--- src/verilog/or1k_dbg_pkg.sv ---
////////////////////
// OR1K debug module shared definitions
// Command format, opcodes, CRC constants and FSM encodings
////////////////////
package or1k_dbg_pkg;

  ////////////////////
  // Widths
  localparam int DR_W   = 53;  // TAP data register
  localparam int WORD_W = 32;  // SPR bus word
  localparam int CNT_W  = 16;  // Burst word count
  localparam int OP_W   = 4;   // Module opcode

  ////////////////////
  // Command field positions
  localparam int CMD_BIT = 52;  // 0 selects this module
  localparam int OP_HI   = 51;
  localparam int OP_LO   = 48;
  localparam int ADDR_HI = 47;
  localparam int ADDR_LO = 16;
  localparam int CNT_HI  = 15;
  localparam int CNT_LO  = 0;
  localparam int STAT_HI = 46;  // Reset bit of a status write
  localparam int STAT_LO = 45;  // Stall bit of a status write

  // Opcodes
  localparam logic [OP_W-1:0] CMD_BWRITE32 = 4'd3;
  localparam logic [OP_W-1:0] CMD_BREAD32  = 4'd7;
  localparam logic [OP_W-1:0] CMD_IREG_WR  = 4'd9;
  localparam logic [OP_W-1:0] CMD_IREG_SEL = 4'd13;
  localparam int              OP_RD_BIT    = 2;  // Set for reads

  // Internal register select
  localparam int   REGSEL_BIT    = 47;
  localparam logic INTREG_STATUS = 1'b0;

  ////////////////////
  // CRC-32, reflected
  localparam logic [WORD_W-1:0] CRC_POLY = 32'hedb8_8320;
  localparam logic [WORD_W-1:0] CRC_INIT = 32'hffff_ffff;

  // TDO source select
  typedef enum logic [1:0] {
    TDO_READY,  // Bus ready flag
    TDO_DATA,   // Output shift register LSB
    TDO_MATCH,  // Write CRC match
    TDO_CRC     // Serial CRC
  } tdo_sel_t;

  // Burst FSM states
  typedef enum logic [3:0] {
    IDLE, RBEGIN, RREADY, RSTATUS, RBURST, RCRC,
    WREADY, WWAIT, WBURST, WCRC, WMATCH
  } burst_state_t;

endpackage

--- src/verilog/or1k_dbg_burst_fsm.sv ---
////////////////////
// Command decode and burst control FSM
// Address, word, bit and opcode registers
////////////////////
`timescale 1ns/1ps

module or1k_dbg_burst_fsm (
  input  logic                              tck_i,
  input  logic                              rst_i,
  input  logic                              capture_dr_i,
  input  logic                              shift_dr_i,
  input  logic                              update_dr_i,
  input  logic                              module_select_i,
  input  logic [or1k_dbg_pkg::DR_W-1:0]     data_register_i,
  input  logic                              biu_ready_i,
  output logic                              biu_strobe_o,    // Start one SPR access
  output logic [or1k_dbg_pkg::WORD_W-1:0]   biu_addr_o,
  output logic                              biu_rd_o,
  output logic                              crc_clr_o,
  output logic                              crc_en_o,
  output logic                              crc_rd_sel_o,    // 1 = TDO data, 0 = tdi
  output logic                              crc_shift_o,
  output logic                              out_ld_o,        // Load bus read data
  output logic                              out_ld_status_o, // Load status register
  output logic                              out_shift_o,
  output or1k_dbg_pkg::tdo_sel_t            tdo_sel_o,
  output logic                              status_we_o,
  output logic                              top_inhibit_o
);
  import or1k_dbg_pkg::*;

  burst_state_t      state_q, state_d;
  logic [WORD_W-1:0] addr_q;      // Next SPR address
  logic [CNT_W-1:0]  word_cnt_q;  // Words left in burst
  logic [5:0]        bit_cnt_q;   // Bits of the current word or CRC
  logic [OP_W-1:0]   op_q;        // Latched burst opcode

  logic [OP_W-1:0]   op_in;
  logic              cmd_update;  // Update of a command for this module
  logic              burst_cmd;
  logic              word_zero, more_words, bit_max, bit_32;
  logic              load_cmd, word_dec, bit_clr, bit_inc;
  logic              rd_next;     // Load next read word and prefetch

  ////////////////////
  // Decode
  assign op_in      = data_register_i[OP_HI:OP_LO];
  assign cmd_update = module_select_i & update_dr_i & ~data_register_i[CMD_BIT];
  assign burst_cmd  = (op_in == CMD_BWRITE32) || (op_in == CMD_BREAD32);
  assign word_zero  = (word_cnt_q == '0);
  assign more_words = (word_cnt_q > CNT_W'(1));  // Another word after this one
  assign bit_max    = (bit_cnt_q == 6'(WORD_W - 1));
  assign bit_32     = (bit_cnt_q == 6'(WORD_W));

  assign biu_addr_o = addr_q;
  assign biu_rd_o   = op_q[OP_RD_BIT];

  ////////////////////
  // Counters and state
  always_ff @(posedge tck_i or posedge rst_i) begin
    if (rst_i) begin
      state_q    <= IDLE;
      addr_q     <= '0;
      word_cnt_q <= '0;
      bit_cnt_q  <= '0;
      op_q       <= '0;
    end else begin
      state_q <= state_d;
      if (load_cmd) begin
        addr_q     <= data_register_i[ADDR_HI:ADDR_LO];
        word_cnt_q <= data_register_i[CNT_HI:CNT_LO];
        op_q       <= op_in;
      end else begin
        if (biu_strobe_o) addr_q <= addr_q + 1'b1;  // Post-increment per access
        if (word_dec) word_cnt_q <= word_cnt_q - 1'b1;
      end
      if (bit_clr) begin
        bit_cnt_q <= '0;
      end else if (bit_inc) begin
        bit_cnt_q <= bit_cnt_q + 1'b1;
      end
    end
  end

  ////////////////////
  // Next state and controls
  always_comb begin
    state_d         = state_q;
    load_cmd        = 1'b0;
    word_dec        = 1'b0;
    bit_clr         = 1'b0;
    bit_inc         = 1'b0;
    rd_next         = 1'b0;
    biu_strobe_o    = 1'b0;
    crc_clr_o       = 1'b0;
    crc_en_o        = 1'b0;
    crc_rd_sel_o    = 1'b0;
    crc_shift_o     = 1'b0;
    out_ld_o        = 1'b0;
    out_ld_status_o = 1'b0;
    out_shift_o     = 1'b0;
    tdo_sel_o       = TDO_DATA;
    status_we_o     = 1'b0;
    top_inhibit_o   = 1'b0;

    case (state_q)
      IDLE: begin
        out_ld_status_o = module_select_i & capture_dr_i;  // Status readback
        out_shift_o     = module_select_i & shift_dr_i;
        if (cmd_update) begin
          // Only one internal register, so a select command is a no-op
          status_we_o = (op_in == CMD_IREG_WR) &&
                        (data_register_i[REGSEL_BIT] == INTREG_STATUS);
          if (burst_cmd) begin
            load_cmd  = 1'b1;
            bit_clr   = 1'b1;
            crc_clr_o = 1'b1;
            state_d   = op_in[OP_RD_BIT] ? RBEGIN : WREADY;
          end
        end
      end
      RBEGIN: begin
        if (word_zero) begin
          state_d = IDLE;  // Empty burst
        end else begin
          biu_strobe_o = 1'b1;  // Fetch first word early
          state_d      = RREADY;
        end
      end
      RREADY: begin
        if (update_dr_i) state_d = IDLE;
        else if (module_select_i && capture_dr_i) state_d = RSTATUS;
      end
      RSTATUS: begin
        tdo_sel_o     = TDO_READY;
        top_inhibit_o = 1'b1;
        if (update_dr_i) begin
          state_d = IDLE;
        end else if (biu_ready_i && shift_dr_i) begin
          rd_next = 1'b1;
          state_d = RBURST;
        end
      end
      RBURST: begin
        top_inhibit_o = 1'b1;
        if (update_dr_i) begin
          state_d = IDLE;
        end else if (shift_dr_i) begin
          out_shift_o  = 1'b1;
          bit_inc      = 1'b1;
          crc_en_o     = 1'b1;
          crc_rd_sel_o = 1'b1;
          if (bit_max) begin
            if (word_zero) state_d = RCRC;
            else rd_next = 1'b1;
          end
        end
      end
      RCRC: begin
        tdo_sel_o     = TDO_CRC;
        top_inhibit_o = 1'b1;
        crc_shift_o   = shift_dr_i;
        if (update_dr_i) state_d = IDLE;  // Holds here until the host ends
      end
      WREADY: begin
        if (update_dr_i || word_zero) state_d = IDLE;
        else if (module_select_i && capture_dr_i) state_d = WWAIT;
      end
      WWAIT: begin
        top_inhibit_o = 1'b1;
        if (update_dr_i) begin
          state_d = IDLE;
        end else if (module_select_i && shift_dr_i && data_register_i[CMD_BIT]) begin
          // Start bit seen, tdi already carries data bit 0
          bit_inc  = 1'b1;
          word_dec = 1'b1;
          crc_en_o = 1'b1;
          state_d  = WBURST;
        end
      end
      WBURST: begin
        top_inhibit_o = 1'b1;
        if (update_dr_i) begin
          state_d = IDLE;
        end else if (shift_dr_i) begin
          bit_inc  = 1'b1;
          crc_en_o = 1'b1;
          if (bit_max) begin  // Last bit on tdi, word complete
            bit_clr      = 1'b1;
            biu_strobe_o = 1'b1;
            word_dec     = 1'b1;
            if (word_zero) state_d = WCRC;
          end
        end
      end
      WCRC: begin
        top_inhibit_o = 1'b1;
        if (update_dr_i) begin
          state_d = IDLE;
        end else if (bit_32) begin
          tdo_sel_o = TDO_MATCH;  // Host samples match on this shift
          state_d   = WMATCH;
        end else if (shift_dr_i) begin
          bit_inc = 1'b1;
        end
      end
      WMATCH: begin
        tdo_sel_o     = TDO_MATCH;
        top_inhibit_o = 1'b1;
        if (update_dr_i) state_d = IDLE;
      end
      default: state_d = IDLE;
    endcase

    // Read word boundary
    if (rd_next) begin
      out_ld_o     = 1'b1;
      bit_clr      = 1'b1;
      word_dec     = 1'b1;
      biu_strobe_o = more_words;
    end
  end

endmodule

--- src/verilog/or1k_dbg_crc32.sv ---
////////////////////
// Serial reflected CRC-32
// Doubles as its own output shift register
////////////////////
`timescale 1ns/1ps

module or1k_dbg_crc32 (
  input  logic                              tck_i,
  input  logic                              rst_i,
  input  logic                              tdi_i,     // Write data bit
  input  logic                              rd_bit_i,  // Read data bit on TDO
  input  logic                              rd_sel_i,
  input  logic                              clr_i,
  input  logic                              en_i,      // Add one bit
  input  logic                              shift_i,   // Shift CRC out
  output logic [or1k_dbg_pkg::WORD_W-1:0]   crc_o,
  output logic                              serial_o
);
  import or1k_dbg_pkg::*;

  logic [WORD_W-1:0] crc_q;
  logic              in_bit;
  logic              fb;  // Feedback bit

  assign in_bit = rd_sel_i ? rd_bit_i : tdi_i;
  assign fb     = crc_q[0] ^ in_bit;

  always_ff @(posedge tck_i or posedge rst_i) begin
    if (rst_i) begin
      crc_q <= CRC_INIT;
    end else if (clr_i) begin
      crc_q <= CRC_INIT;
    end else if (en_i) begin
      crc_q <= {1'b0, crc_q[WORD_W-1:1]} ^ (fb ? CRC_POLY : '0);
    end else if (shift_i) begin
      crc_q <= {1'b0, crc_q[WORD_W-1:1]};  // LSB first onto TDO
    end
  end

  assign crc_o    = crc_q;
  assign serial_o = crc_q[0];

endmodule

--- src/verilog/or1k_dbg_spr_biu.sv ---
////////////////////
// SPR bus unit
// One strobe/acknowledge access per request
////////////////////
`timescale 1ns/1ps

module or1k_dbg_spr_biu (
  input  logic                              tck_i,
  input  logic                              rst_i,
  input  logic                              strobe_i,   // Latch and start access
  input  logic [or1k_dbg_pkg::WORD_W-1:0]   addr_i,
  input  logic                              rd_i,
  input  logic [or1k_dbg_pkg::DR_W-1:0]     data_register_i,
  input  logic                              tdi_i,
  input  logic [or1k_dbg_pkg::WORD_W-1:0]   cpu_data_i,
  input  logic                              cpu_ack_i,
  output logic [or1k_dbg_pkg::WORD_W-1:0]   rd_data_o,
  output logic                              ready_o,
  output logic [or1k_dbg_pkg::WORD_W-1:0]   cpu_addr_o,
  output logic [or1k_dbg_pkg::WORD_W-1:0]   cpu_data_o,
  output logic                              cpu_stb_o,
  output logic                              cpu_we_o
);
  import or1k_dbg_pkg::*;

  logic [WORD_W-1:0] wr_word;   // Word just shifted in
  logic [WORD_W-1:0] addr_q;
  logic [WORD_W-1:0] wdata_q;
  logic [WORD_W-1:0] rdata_q;
  logic              stb_q;
  logic              we_q;
  logic              ready_q;

  // Bit 31 is still on tdi, bits 30..0 sit at the top of the DR
  assign wr_word = {tdi_i, data_register_i[CMD_BIT:CMD_BIT-(WORD_W-2)]};

  // Transaction payload
  always_ff @(posedge tck_i) begin
    if (strobe_i) begin
      addr_q  <= addr_i;
      wdata_q <= wr_word;
    end
    if (stb_q && cpu_ack_i && !we_q) begin
      rdata_q <= cpu_data_i;  // Capture in the ack cycle
    end
  end

  ////////////////////
  // Handshake
  always_ff @(posedge tck_i or posedge rst_i) begin
    if (rst_i) begin
      stb_q   <= 1'b0;
      we_q    <= 1'b0;
      ready_q <= 1'b1;
    end else if (strobe_i) begin
      stb_q   <= 1'b1;
      we_q    <= ~rd_i;
      ready_q <= 1'b0;  // Busy until acknowledged
    end else if (stb_q && cpu_ack_i) begin
      stb_q   <= 1'b0;
      ready_q <= 1'b1;
    end
  end

  assign cpu_addr_o = addr_q;
  assign cpu_data_o = wdata_q;
  assign cpu_stb_o  = stb_q;
  assign cpu_we_o   = we_q;
  assign rd_data_o  = rdata_q;
  assign ready_o    = ready_q;

endmodule

--- src/verilog/or1k_dbg_status_reg.sv ---
////////////////////
// CPU stall and reset control register
// Host writable, breakpoint sets stall
////////////////////
`timescale 1ns/1ps

module or1k_dbg_status_reg (
  input  logic                              tck_i,
  input  logic                              rst_i,
  input  logic                              we_i,
  input  logic [or1k_dbg_pkg::DR_W-1:0]     data_register_i,
  input  logic                              cpu_bp_i,
  output logic [1:0]                        status_o,   // {reset, stall}
  output logic                              cpu_stall_o,
  output logic                              cpu_rst_o
);
  import or1k_dbg_pkg::*;

  logic stall_q;
  logic cpu_rst_q;

  always_ff @(posedge tck_i or posedge rst_i) begin
    if (rst_i) begin
      stall_q   <= 1'b0;
      cpu_rst_q <= 1'b0;
    end else begin
      if (we_i) begin
        cpu_rst_q <= data_register_i[STAT_HI];
      end
      // Breakpoint wins over a host clear
      if (cpu_bp_i) begin
        stall_q <= 1'b1;
      end else if (we_i) begin
        stall_q <= data_register_i[STAT_LO];
      end
    end
  end

  assign status_o    = {cpu_rst_q, stall_q};
  assign cpu_stall_o = stall_q;
  assign cpu_rst_o   = cpu_rst_q;

endmodule

--- src/verilog/or1k_dbg_tdo_stage.sv ---
////////////////////
// Output shift register, CRC match and TDO mux
////////////////////
`timescale 1ns/1ps

module or1k_dbg_tdo_stage (
  input  logic                              tck_i,
  input  logic                              rst_i,
  input  logic                              ld_i,         // Load bus read data
  input  logic                              ld_status_i,  // Load status bits
  input  logic                              shift_i,
  input  logic [or1k_dbg_pkg::WORD_W-1:0]   rd_data_i,
  input  logic [1:0]                        status_i,
  input  logic                              biu_ready_i,
  input  logic [or1k_dbg_pkg::WORD_W-1:0]   crc_i,
  input  logic                              crc_serial_i,
  input  logic [or1k_dbg_pkg::DR_W-1:0]     data_register_i,
  input  or1k_dbg_pkg::tdo_sel_t            tdo_sel_i,
  output logic                              module_tdo_o,
  output logic                              rd_bit_o      // Bit on TDO, for read CRC
);
  import or1k_dbg_pkg::*;

  logic [WORD_W-1:0] out_q;
  logic              crc_match;

  ////////////////////
  // Output register
  always_ff @(posedge tck_i or posedge rst_i) begin
    if (rst_i) begin
      out_q <= '0;  // Keeps TDO low out of reset
    end else if (ld_status_i) begin
      out_q <= {{(WORD_W-2){1'b0}}, status_i};  // Stall lands in bit 0
    end else if (ld_i) begin
      out_q <= rd_data_i;
    end else if (shift_i) begin
      out_q <= {1'b0, out_q[WORD_W-1:1]};
    end
  end

  assign rd_bit_o = out_q[0];

  // Host CRC fills the top 32 DR bits after 32 shifts
  assign crc_match = (data_register_i[CMD_BIT:CMD_BIT-(WORD_W-1)] == crc_i);

  always_comb begin
    case (tdo_sel_i)
      TDO_READY: module_tdo_o = biu_ready_i;
      TDO_DATA:  module_tdo_o = out_q[0];
      TDO_MATCH: module_tdo_o = crc_match;
      default:   module_tdo_o = crc_serial_i;
    endcase
  end

endmodule

--- src/verilog/or1k_dbg_top.sv ---
////////////////////
// OR1K CPU debug module top level
// Burst FSM, SPR bus unit, CRC, status register and TDO stage
////////////////////
`timescale 1ns/1ps

module or1k_dbg_top (
  input  logic                              tck_i,
  input  logic                              rst_i,
  // TAP side
  input  logic                              tdi_i,
  input  logic                              capture_dr_i,
  input  logic                              shift_dr_i,
  input  logic                              update_dr_i,
  input  logic                              module_select_i,
  input  logic [or1k_dbg_pkg::DR_W-1:0]     data_register_i,
  output logic                              module_tdo_o,
  output logic                              top_inhibit_o,
  // SPR bus
  output logic [or1k_dbg_pkg::WORD_W-1:0]   cpu_addr_o,
  output logic [or1k_dbg_pkg::WORD_W-1:0]   cpu_data_o,
  output logic                              cpu_stb_o,
  output logic                              cpu_we_o,
  input  logic [or1k_dbg_pkg::WORD_W-1:0]   cpu_data_i,
  input  logic                              cpu_ack_i,
  // CPU control
  input  logic                              cpu_bp_i,
  output logic                              cpu_stall_o,
  output logic                              cpu_rst_o
);
  import or1k_dbg_pkg::*;

  // Bus unit hookup
  logic              biu_strobe;
  logic [WORD_W-1:0] biu_addr;
  logic              biu_rd;
  logic [WORD_W-1:0] biu_rd_data;
  logic              biu_ready;
  // CRC hookup
  logic              crc_clr, crc_en, crc_rd_sel, crc_shift;
  logic [WORD_W-1:0] crc_val;
  logic              crc_serial;
  // Output register, status and TDO select
  logic              out_ld, out_ld_status, out_shift;
  logic              rd_bit;      // Read data bit now on TDO
  logic              status_we;
  logic [1:0]        status;      // {reset, stall}
  tdo_sel_t          tdo_sel;

  or1k_dbg_burst_fsm u_fsm (
    .tck_i, .rst_i, .capture_dr_i, .shift_dr_i, .update_dr_i, .module_select_i,
    .data_register_i, .biu_ready_i(biu_ready),
    .biu_strobe_o(biu_strobe), .biu_addr_o(biu_addr), .biu_rd_o(biu_rd),
    .crc_clr_o(crc_clr), .crc_en_o(crc_en), .crc_rd_sel_o(crc_rd_sel),
    .crc_shift_o(crc_shift),
    .out_ld_o(out_ld), .out_ld_status_o(out_ld_status), .out_shift_o(out_shift),
    .tdo_sel_o(tdo_sel), .status_we_o(status_we), .top_inhibit_o
  );

  or1k_dbg_spr_biu u_biu (
    .tck_i, .rst_i, .strobe_i(biu_strobe), .addr_i(biu_addr), .rd_i(biu_rd),
    .data_register_i, .tdi_i, .cpu_data_i, .cpu_ack_i,
    .rd_data_o(biu_rd_data), .ready_o(biu_ready),
    .cpu_addr_o, .cpu_data_o, .cpu_stb_o, .cpu_we_o
  );

  or1k_dbg_crc32 u_crc (
    .tck_i, .rst_i, .tdi_i, .rd_bit_i(rd_bit), .rd_sel_i(crc_rd_sel),
    .clr_i(crc_clr), .en_i(crc_en), .shift_i(crc_shift),
    .crc_o(crc_val), .serial_o(crc_serial)
  );

  or1k_dbg_status_reg u_status (
    .tck_i, .rst_i, .we_i(status_we), .data_register_i, .cpu_bp_i,
    .status_o(status), .cpu_stall_o, .cpu_rst_o
  );

  or1k_dbg_tdo_stage u_tdo (
    .tck_i, .rst_i, .ld_i(out_ld), .ld_status_i(out_ld_status), .shift_i(out_shift),
    .rd_data_i(biu_rd_data), .status_i(status), .biu_ready_i(biu_ready),
    .crc_i(crc_val), .crc_serial_i(crc_serial), .data_register_i,
    .tdo_sel_i(tdo_sel), .module_tdo_o, .rd_bit_o(rd_bit)
  );

endmodule
--- config.mk ---
export PLATFORM = sky130hd
export DESIGN_NAME = or1k_dbg_top
export DESIGN_NICKNAME = d
export VERILOG_FILES = /design/src/verilog/or1k_dbg_pkg.sv /design/src/verilog/or1k_dbg_burst_fsm.sv /design/src/verilog/or1k_dbg_crc32.sv /design/src/verilog/or1k_dbg_spr_biu.sv /design/src/verilog/or1k_dbg_status_reg.sv /design/src/verilog/or1k_dbg_tdo_stage.sv /design/src/verilog/or1k_dbg_top.sv
export SDC_FILE = /design/constraint.sdc
export NUM_CORES = 1
export LEC_CHECK = 0
export ABC_AREA = 0
export BUFFER_PORTS_ARGS = -buffer_cell sky130_fd_sc_hd__buf_2
export CAP_MARGIN = 20
export CORE_MARGIN = 2
export CORE_UTILIZATION = 57
export DETAILED_ROUTE_END_ITERATION = 16
export PLACE_DENSITY = 0.84
export SKIP_CTS_REPAIR_TIMING = 1
export SYNTH_ARGS = -nofsm -noshare
export SYNTH_HDL_FRONTEND = slang
export SYNTH_SLANG_ARGS = --single-unit
--- constraint.sdc ---
create_clock -name tck_i -period 4.35 [get_ports tck_i]
set_input_delay 0.435 -clock tck_i [delete_from_list [all_inputs] [get_ports tck_i]]
set_output_delay 0.435 -clock tck_i [all_outputs]
set_load 0.03 [all_outputs]
Yosys cells after proc, flatten, opt, wreduce, memory -nomap -nowiden. Index checks and enable logic that the tools add are counted.

Bits in registers: 226. Output and inout port bits: 70. Input port bits: 94. Word-level logic and storage cells: 167.

Magnitude comparators: 1. Equal/unequal tests: 32. Reduce and logical (&&, ||, !) cells: 24. Bitwise gates (word level): 9. $add $sub $neg: 3. Multiplexer cells: 83.

Operators by type and width (count): $mux W32 (9); $mux W4 (21); $pmux W4 S10 (1); $mux W1 (35); $add A32 B1 Y32 const B (1); $eq A32 B32 Y1 (1); $mux W16 (2); $xor A31 B32 Y32 (1); $ne A3 B2 Y1 const B (8); $eq A4 B3 Y1 const B (5); $eq A4 B4 Y1 const B (4); $gt A16 B1 Y1 const B (1); $logic_not A16 Y1 (1); $sub A16 B1 Y16 const B (1); $reduce_and A14 Y1 (1); $eq A4 B2 Y1 const B (3); $mux W6 (2); $pmux W1 S2 (6); $reduce_bool A2 Y1 (5); $pmux W2 S4 (1); $logic_and A1 B1 Y1 (7); $reduce_or A7 Y1 (1); $add A6 B1 Y6 const B (1); $eq A6 B5 Y1 const B (1); 19 further kinds (33).

Logic depth before layout (Yosys ltp).
Depth in word-level cells: 9. Gate-level depth with buffers: 11.

Modules after synthesis. Synthesis repeated with hierarchy kept, for this count alone.

Cell total of the unflattened synthesis: 983. Area total of the unflattened synthesis: 10695.3 um2.

By module, submodules not included: or1k_dbg_burst_fsm (area an instance 4017.6 um2, cells an instance 499, sequential area each 1476.4 um2, instances 1); or1k_dbg_spr_biu (area an instance 2999.1 um2, cells an instance 108, sequential area each 2959.1 um2, instances 1); or1k_dbg_tdo_stage (area an instance 1981.9 um2, cells an instance 224, sequential area each 800.8 um2, instances 1); or1k_dbg_crc32 (area an instance 1601.5 um2, cells an instance 144, sequential area each 840.8 um2, instances 1); or1k_dbg_status_reg (area an instance 95.1 um2, cells an instance 8, sequential area each 50.0 um2, instances 1).

Least setup slack after synthesis. OpenSTA, ideal clock, no wires.

Kind: register to register. Start point: reg u_fsm.state_q[1]. End point: reg u_biu.addr_q[0], in the netlist u_biu.cpu_addr_o[0] (enable). Slack: 965 ps. Arrival time: 2989 ps. Required time: 3954 ps. Setup time: 396 ps. Clock period less this slack: 3385 ps. Cell stages (with the launch flop): 8. Path through: dfrtp_1 -> or3_4 -> or4_4 -> a22o_1 -> a21o_1 -> inv_1 -> buf_2 -> buf_2.

Word-level cells in the longest chain between the ends: 3. Elaborated cells between the ends (all ways): 7. Those cells by class: eq/ne: 4; mux: 3.

RTL lines: start, declared (line or1k_dbg_burst_fsm.sv:32) `burst_state_t state_q, state_d;`; start signal, assigned (line or1k_dbg_burst_fsm.sv:68) `state_q <= state_d;`; $eq A4 B4 Y1 (tied with other cells) (line or1k_dbg_burst_fsm.sv:106) `case (state_q)`; $pmux W1 S2 (line or1k_dbg_burst_fsm.sv:106); $mux W1 (*) (line or1k_dbg_burst_fsm.sv:216) `if (rd_next) begin`; named net biu_strobe (line or1k_dbg_top.sv:34) `logic biu_strobe;`; end signal, assigned (line or1k_dbg_spr_biu.sv:40) `addr_q <= addr_i;`; end, declared (line or1k_dbg_spr_biu.sv:27) `logic [WORD_W-1:0] addr_q;`.

The timed path passes the listed nets; every way through them passes the cells marked *. A chain may end at the register's enable or synchronous reset.

Worst setup path after layout.
Start point: reg u_fsm.word_cnt_q[0]. End point: reg u_fsm.addr_q[8], in the netlist u_fsm.biu_addr_o[8].

Word-level cells in the longest chain between the ends: 8. Elaborated cells between the ends (all ways): 10. Those cells by class: order compare: 1; mux: 7; reduce/logical: 2.

RTL lines: start, declared (line or1k_dbg_burst_fsm.sv:34) `logic [CNT_W-1:0] word_cnt_q;`; start signal, assigned (line or1k_dbg_burst_fsm.sv:71) `word_cnt_q <= data_register_i[CNT_HI:CNT_LO];`; start signal, assigned (line or1k_dbg_burst_fsm.sv:75) `if (word_dec) word_cnt_q <= word_cnt_q - 1'b1;`; $logic_not A16 Y1 (line or1k_dbg_burst_fsm.sv:50) `assign word_zero = (word_cnt_q == '0);`; $mux W1 (line or1k_dbg_burst_fsm.sv:123, or1k_dbg_burst_fsm.sv:154); $mux W1 (line or1k_dbg_burst_fsm.sv:153) `if (bit_max) begin`; $mux W1 (line or1k_dbg_burst_fsm.sv:148) `end else if (shift_dr_i) begin`; $mux W1 (line or1k_dbg_burst_fsm.sv:146) `if (update_dr_i) begin`; $pmux W1 S2 (line or1k_dbg_burst_fsm.sv:106); $mux W1 (*) (line or1k_dbg_burst_fsm.sv:216); $reduce_bool A2 Y1 (no line) (*); end signal, assigned (line or1k_dbg_burst_fsm.sv:70) `addr_q <= data_register_i[ADDR_HI:ADDR_LO];`; end signal, assigned (line or1k_dbg_burst_fsm.sv:74) `if (biu_strobe_o) addr_q <= addr_q + 1'b1;`; end, declared (line or1k_dbg_burst_fsm.sv:33) `logic [WORD_W-1:0] addr_q;`.

Every way passes the cells marked *; elsewhere a longest branch is shown, timed or not.

==> flow_metrics.py <==
metrics = {
    "layout": {
        "layout_commonest_cell": "sky130_fd_sc_hd__buf_2",
        "design.final.nets": 1188,
        "synthToLayoutAreaGrowth_pct": 16.87,
        "fill_cells": 1325,
        "layout.cell_area.non_filler_um2": 12100,
        "final_layout_size_suffix_gt1_frac": 0.2486,
        "layout.cells.most_common_list": "sky130_fd_sc_hd__buf_2 (164), sky130_fd_sc_hd__nand2_1 (112), sky130_fd_sc_hd__edfxtp_1 (96), sky130_fd_sc_hd__dfrtp_1 (95), sky130_fd_sc_hd__o21ai_0 (79)",
    },
    "synthesis": {
        "syn_area_um2": 10350,
        "synthesis.instances": 933,
        "synthDistinctLibCells": 69,
        "ys_seq_area_frac": 0.5918,
        "asyncSetResetFlopFracSynth": 0.5714,
        "synth_nets": 1032,
        "main_synth_ff_type": "sky130_fd_sc_hd__edfxtp_1",
        "syn_area_cell_um2": 11.10,
        "synth_edf_count": 96,
        "ys_seq_elements": 224,
        "synthesis.yosys.warnings": 0,
    },
    "cts": {
        "h-tree-depth": 1,
        "tritoncts": "yes",
        "clk_pin_slew_ns": 0.06,
        "clock_sinks": 224,
        "ctsLongestPathBuffers": 3,
        "root_buffer_selected_by_cts": "sky130_fd_sc_hd__clkbuf_16",
        "insertion_delay_ns": 0.52,
        "cts_buffers": 23,
    },
    "power_and_ir_drop": {
        "sw_frac_of_total": 0.3571,
        "cell_internal_pwr_mw": 4.783,
        "vdd_drop_max_mv": 0.3854,
        "seq_power_share": 0.459,
        "power.share.clock": 0.255,
        "pwr_density_cell_nw_per_um2": 614.8,
        "p_leak_nw": 5.005,
        "switchingPower_mw": 2.657,
        "comb_power_share": 0.286,
    },
    "critical_path": {
        "regToRegStartpoint": "u_fsm.word_cnt_q[0]",
        "worst_ep_required_time_ns": 4.74,
        "crit_path_max_fo": 36,
        "crit_arrival_ns": 3.90,
        "ff2ff_path_depth": 10,
        "critPathCaptureType": "flop",
        "worstSetupStartpointType": "flop",
        "worstSetupStartpoint": "u_fsm.word_cnt_q[0]",
        "critical_path_class": "flop to flop",
    },
    "timing": {
        "clock_skew_ns": 0.01756,
        "setup_viol": 0,
        "timing.setup.tns_ns": 0,
        "period_needed_ns": 3.509,
        "period_share": 0.8066,
        "post-route-worst-setup-slack_ns": 0.8411,
        "max_slew.worst_pin.slew_ns": 0.9002,
        "slew_violations": 0,
        "grt_setup_unrepaired": "no",
        "max_clock_freq_mhz": 285.0,
        "final-hold-violation-count": 0,
        "hold-worst-slack_ns": 0.05867,
        "max-slew-margin-rel": 0.3943,
    },
    "floorplanning": {
        "initial_utilization": 0.5783,
        "io-pin-count": 164,
        "std_cell_rows": 49,
        "chipWidth_um": 138.8,
        "total_die_area_um2": 19260,
        "core-area_um2": 17900,
        "die_y_um": 138.8,
    },
    "route": {
        "vias": 8158,
        "detail-route-antenna-nets": 0,
        "drt-pass1-iter-count": 4,
        "route.final.wire_length_mm": 25.10,
        "post_drt_via_cell_ratio": 6.106,
        "wl_per_cell_um": 18.79,
        "number_of_violations_reported_at_the_end_of_detailed_routing_iteration_0": 620,
        "drc_errors": 0,
    },
    "global_route": {
        "grt_antenna_before_repair": 1,
        "grt_pass1_wl_mm": 40.36,
        "groute.usage.overall": 0.2549,
        "grt_max_degree": 76,
        "grt.overflow.total": 0,
        "first_global_vias": 7856,
    },
    "placed_design": {
        "globalplace.congestion": 0.8921,
        "area_after_dpl_um2": 11380,
        "io_buffers": 163,
        "detailedPlace.worstSlack_ns": 0.8860,
        "dp.final_hpwl_mm": 17.08,
    },
    "run": {
        "cap_violations": 0,
    },
    "hold_path": {
        "min_path_type": "input pin to asynchronous set/reset pin",
    },
    "outcome": {
        "status": "completed",
    },
}
[cell families after synthesis]
family | after synthesis | synth area share
flip-flops | 224 | 0.5918
XOR/XNOR | 40 | 0.03384
AND/OR/NAND/NOR | 327 | 0.1532
AO/OA/AOI/OAI | 225 | 0.1463
adder cells (fa/ha/maj) | 5 | 0.006042
multiplexers | 38 | 0.03722
buffers and inverters | 74 | 0.03154
[sequential cells by signal, summed over array words and instances (netlist names)]
register,flops
u_fsm.bit_cnt_q,6
u_biu.cpu_stb_o,1
u_fsm.op_q,1
u_biu.cpu_addr_o,32
u_status.cpu_rst_o,1
u_fsm.biu_addr_o,32
u_biu.cpu_we_o,1
u_fsm.word_cnt_q,16
u_crc.crc_o,32
u_status.cpu_stall_o,1
u_biu.rd_data_o,32
u_fsm.state_q,4
u_biu.ready_o,1
u_biu.cpu_data_o,32
u_tdo.out_q,32
[area by class of cell]
class	count	area, um2	share of cell area
inverters	24	93.84	0.007755
clock buffers	37	661.9	0.05470
repair buffers	181	960.9	0.07941
diodes	1	2.502	0.0002068
well taps	229	286.5	0.02368
clock inverters	5	55.05	0.004550
flip-flops and latches	224	6127	0.5064
multi-input cells	635	3913	0.3233
[final timing paths]
check	end	slack, ns
min in group tck_i	u_biu.rd_data_o[17]	0.09
max in group asynchronous	u_crc.crc_o[11]	3.28
min reg2reg	u_biu.cpu_we_o	0.46
min	u_tdo.out_q[16]	0.06
max reg2reg	u_fsm.biu_addr_o[8]	0.84
max	u_fsm.biu_addr_o[8]	0.84
[synthesized netlist by cell type, types with 10 or more instances]
library cell | instances | share of area
sky130_fd_sc_hd__xor2_1 | 36 | 0.030
sky130_fd_sc_hd__nor2_1 | 69 | 0.025
sky130_fd_sc_hd__a21o_1 | 12 | 0.0087
sky130_fd_sc_hd__a221o_1 | 11 | 0.011
sky130_fd_sc_hd__nand3_1 | 34 | 0.016
sky130_fd_sc_hd__o21ai_0 | 79 | 0.038
sky130_fd_sc_hd__a22oi_1 | 17 | 0.012
sky130_fd_sc_hd__nor4_1 | 23 | 0.014
sky130_fd_sc_hd__nand4_1 | 14 | 0.0085
sky130_fd_sc_hd__clkbuf_1 | 32 | 0.012
sky130_fd_sc_hd__nand2_1 | 112 | 0.041
sky130_fd_sc_hd__a211oi_1 | 17 | 0.012
sky130_fd_sc_hd__nor3_1 | 17 | 0.0082
sky130_fd_sc_hd__edfxtp_1 | 96 | 0.28
sky130_fd_sc_hd__mux2i_1 | 34 | 0.033
sky130_fd_sc_hd__dfstp_2 | 33 | 0.084
sky130_fd_sc_hd__dfrtp_1 | 95 | 0.23
sky130_fd_sc_hd__inv_1 | 24 | 0.0087
sky130_fd_sc_hd__o21ai_2 | 10 | 0.0085
sky130_fd_sc_hd__or3_1 | 12 | 0.0073
sky130_fd_sc_hd__a21oi_1 | 25 | 0.012
[power groups by stage]
stage	combinational [mW]	clock [mW]	sequential, mW
after floorplan	1.24	0	3.62
after global placement	2.05	0	3.40
after detailed placement	2.12	0	3.44
after CTS	2.14	1.91	3.41
after global routing	2.33	2.00	3.49
final	2.13	1.89	3.42
[worst max-delay path, cell delays in order, from the launching register on]
cell,delay (ns)
sky130_fd_sc_hd__dfrtp_1,0.43
sky130_fd_sc_hd__inv_1,0.08
sky130_fd_sc_hd__ha_1,0.26
sky130_fd_sc_hd__or4b_1,0.51
sky130_fd_sc_hd__a41oi_1,0.44
sky130_fd_sc_hd__a22o_1,0.41
sky130_fd_sc_hd__a21o_1,0.20
sky130_fd_sc_hd__clkinv_2,0.40
sky130_fd_sc_hd__buf_12,0.35
sky130_fd_sc_hd__a22oi_1,0.18
sky130_fd_sc_hd__o21ai_0,0.12
[per-stage QoR]
stage / power, mW / std cells / utilization
global placement: 5.456 / 1292 / 0.6354
detailed placement: 5.557 / 1292 / 0.6354
CTS: 7.457 / 1334 / 0.6755
finish: 7.440 / 1336 / 0.6759
floorplan: 4.862 / 933 / -
global route: 7.809 / 1335 / 0.6758
[layer usage]
metal / GRT usage / vias up / wire length [um]
met5: 0 / - / 0
met4: 0.09676 / 0 / 966
met3: 0.04247 / 76 / 1820
met2: 0.4218 / 381 / 12070
met1: 0.3423 / 3942 / 10250
li1: - / 3759 / -
Note: power is estimated with default switching activity, not from simulation.
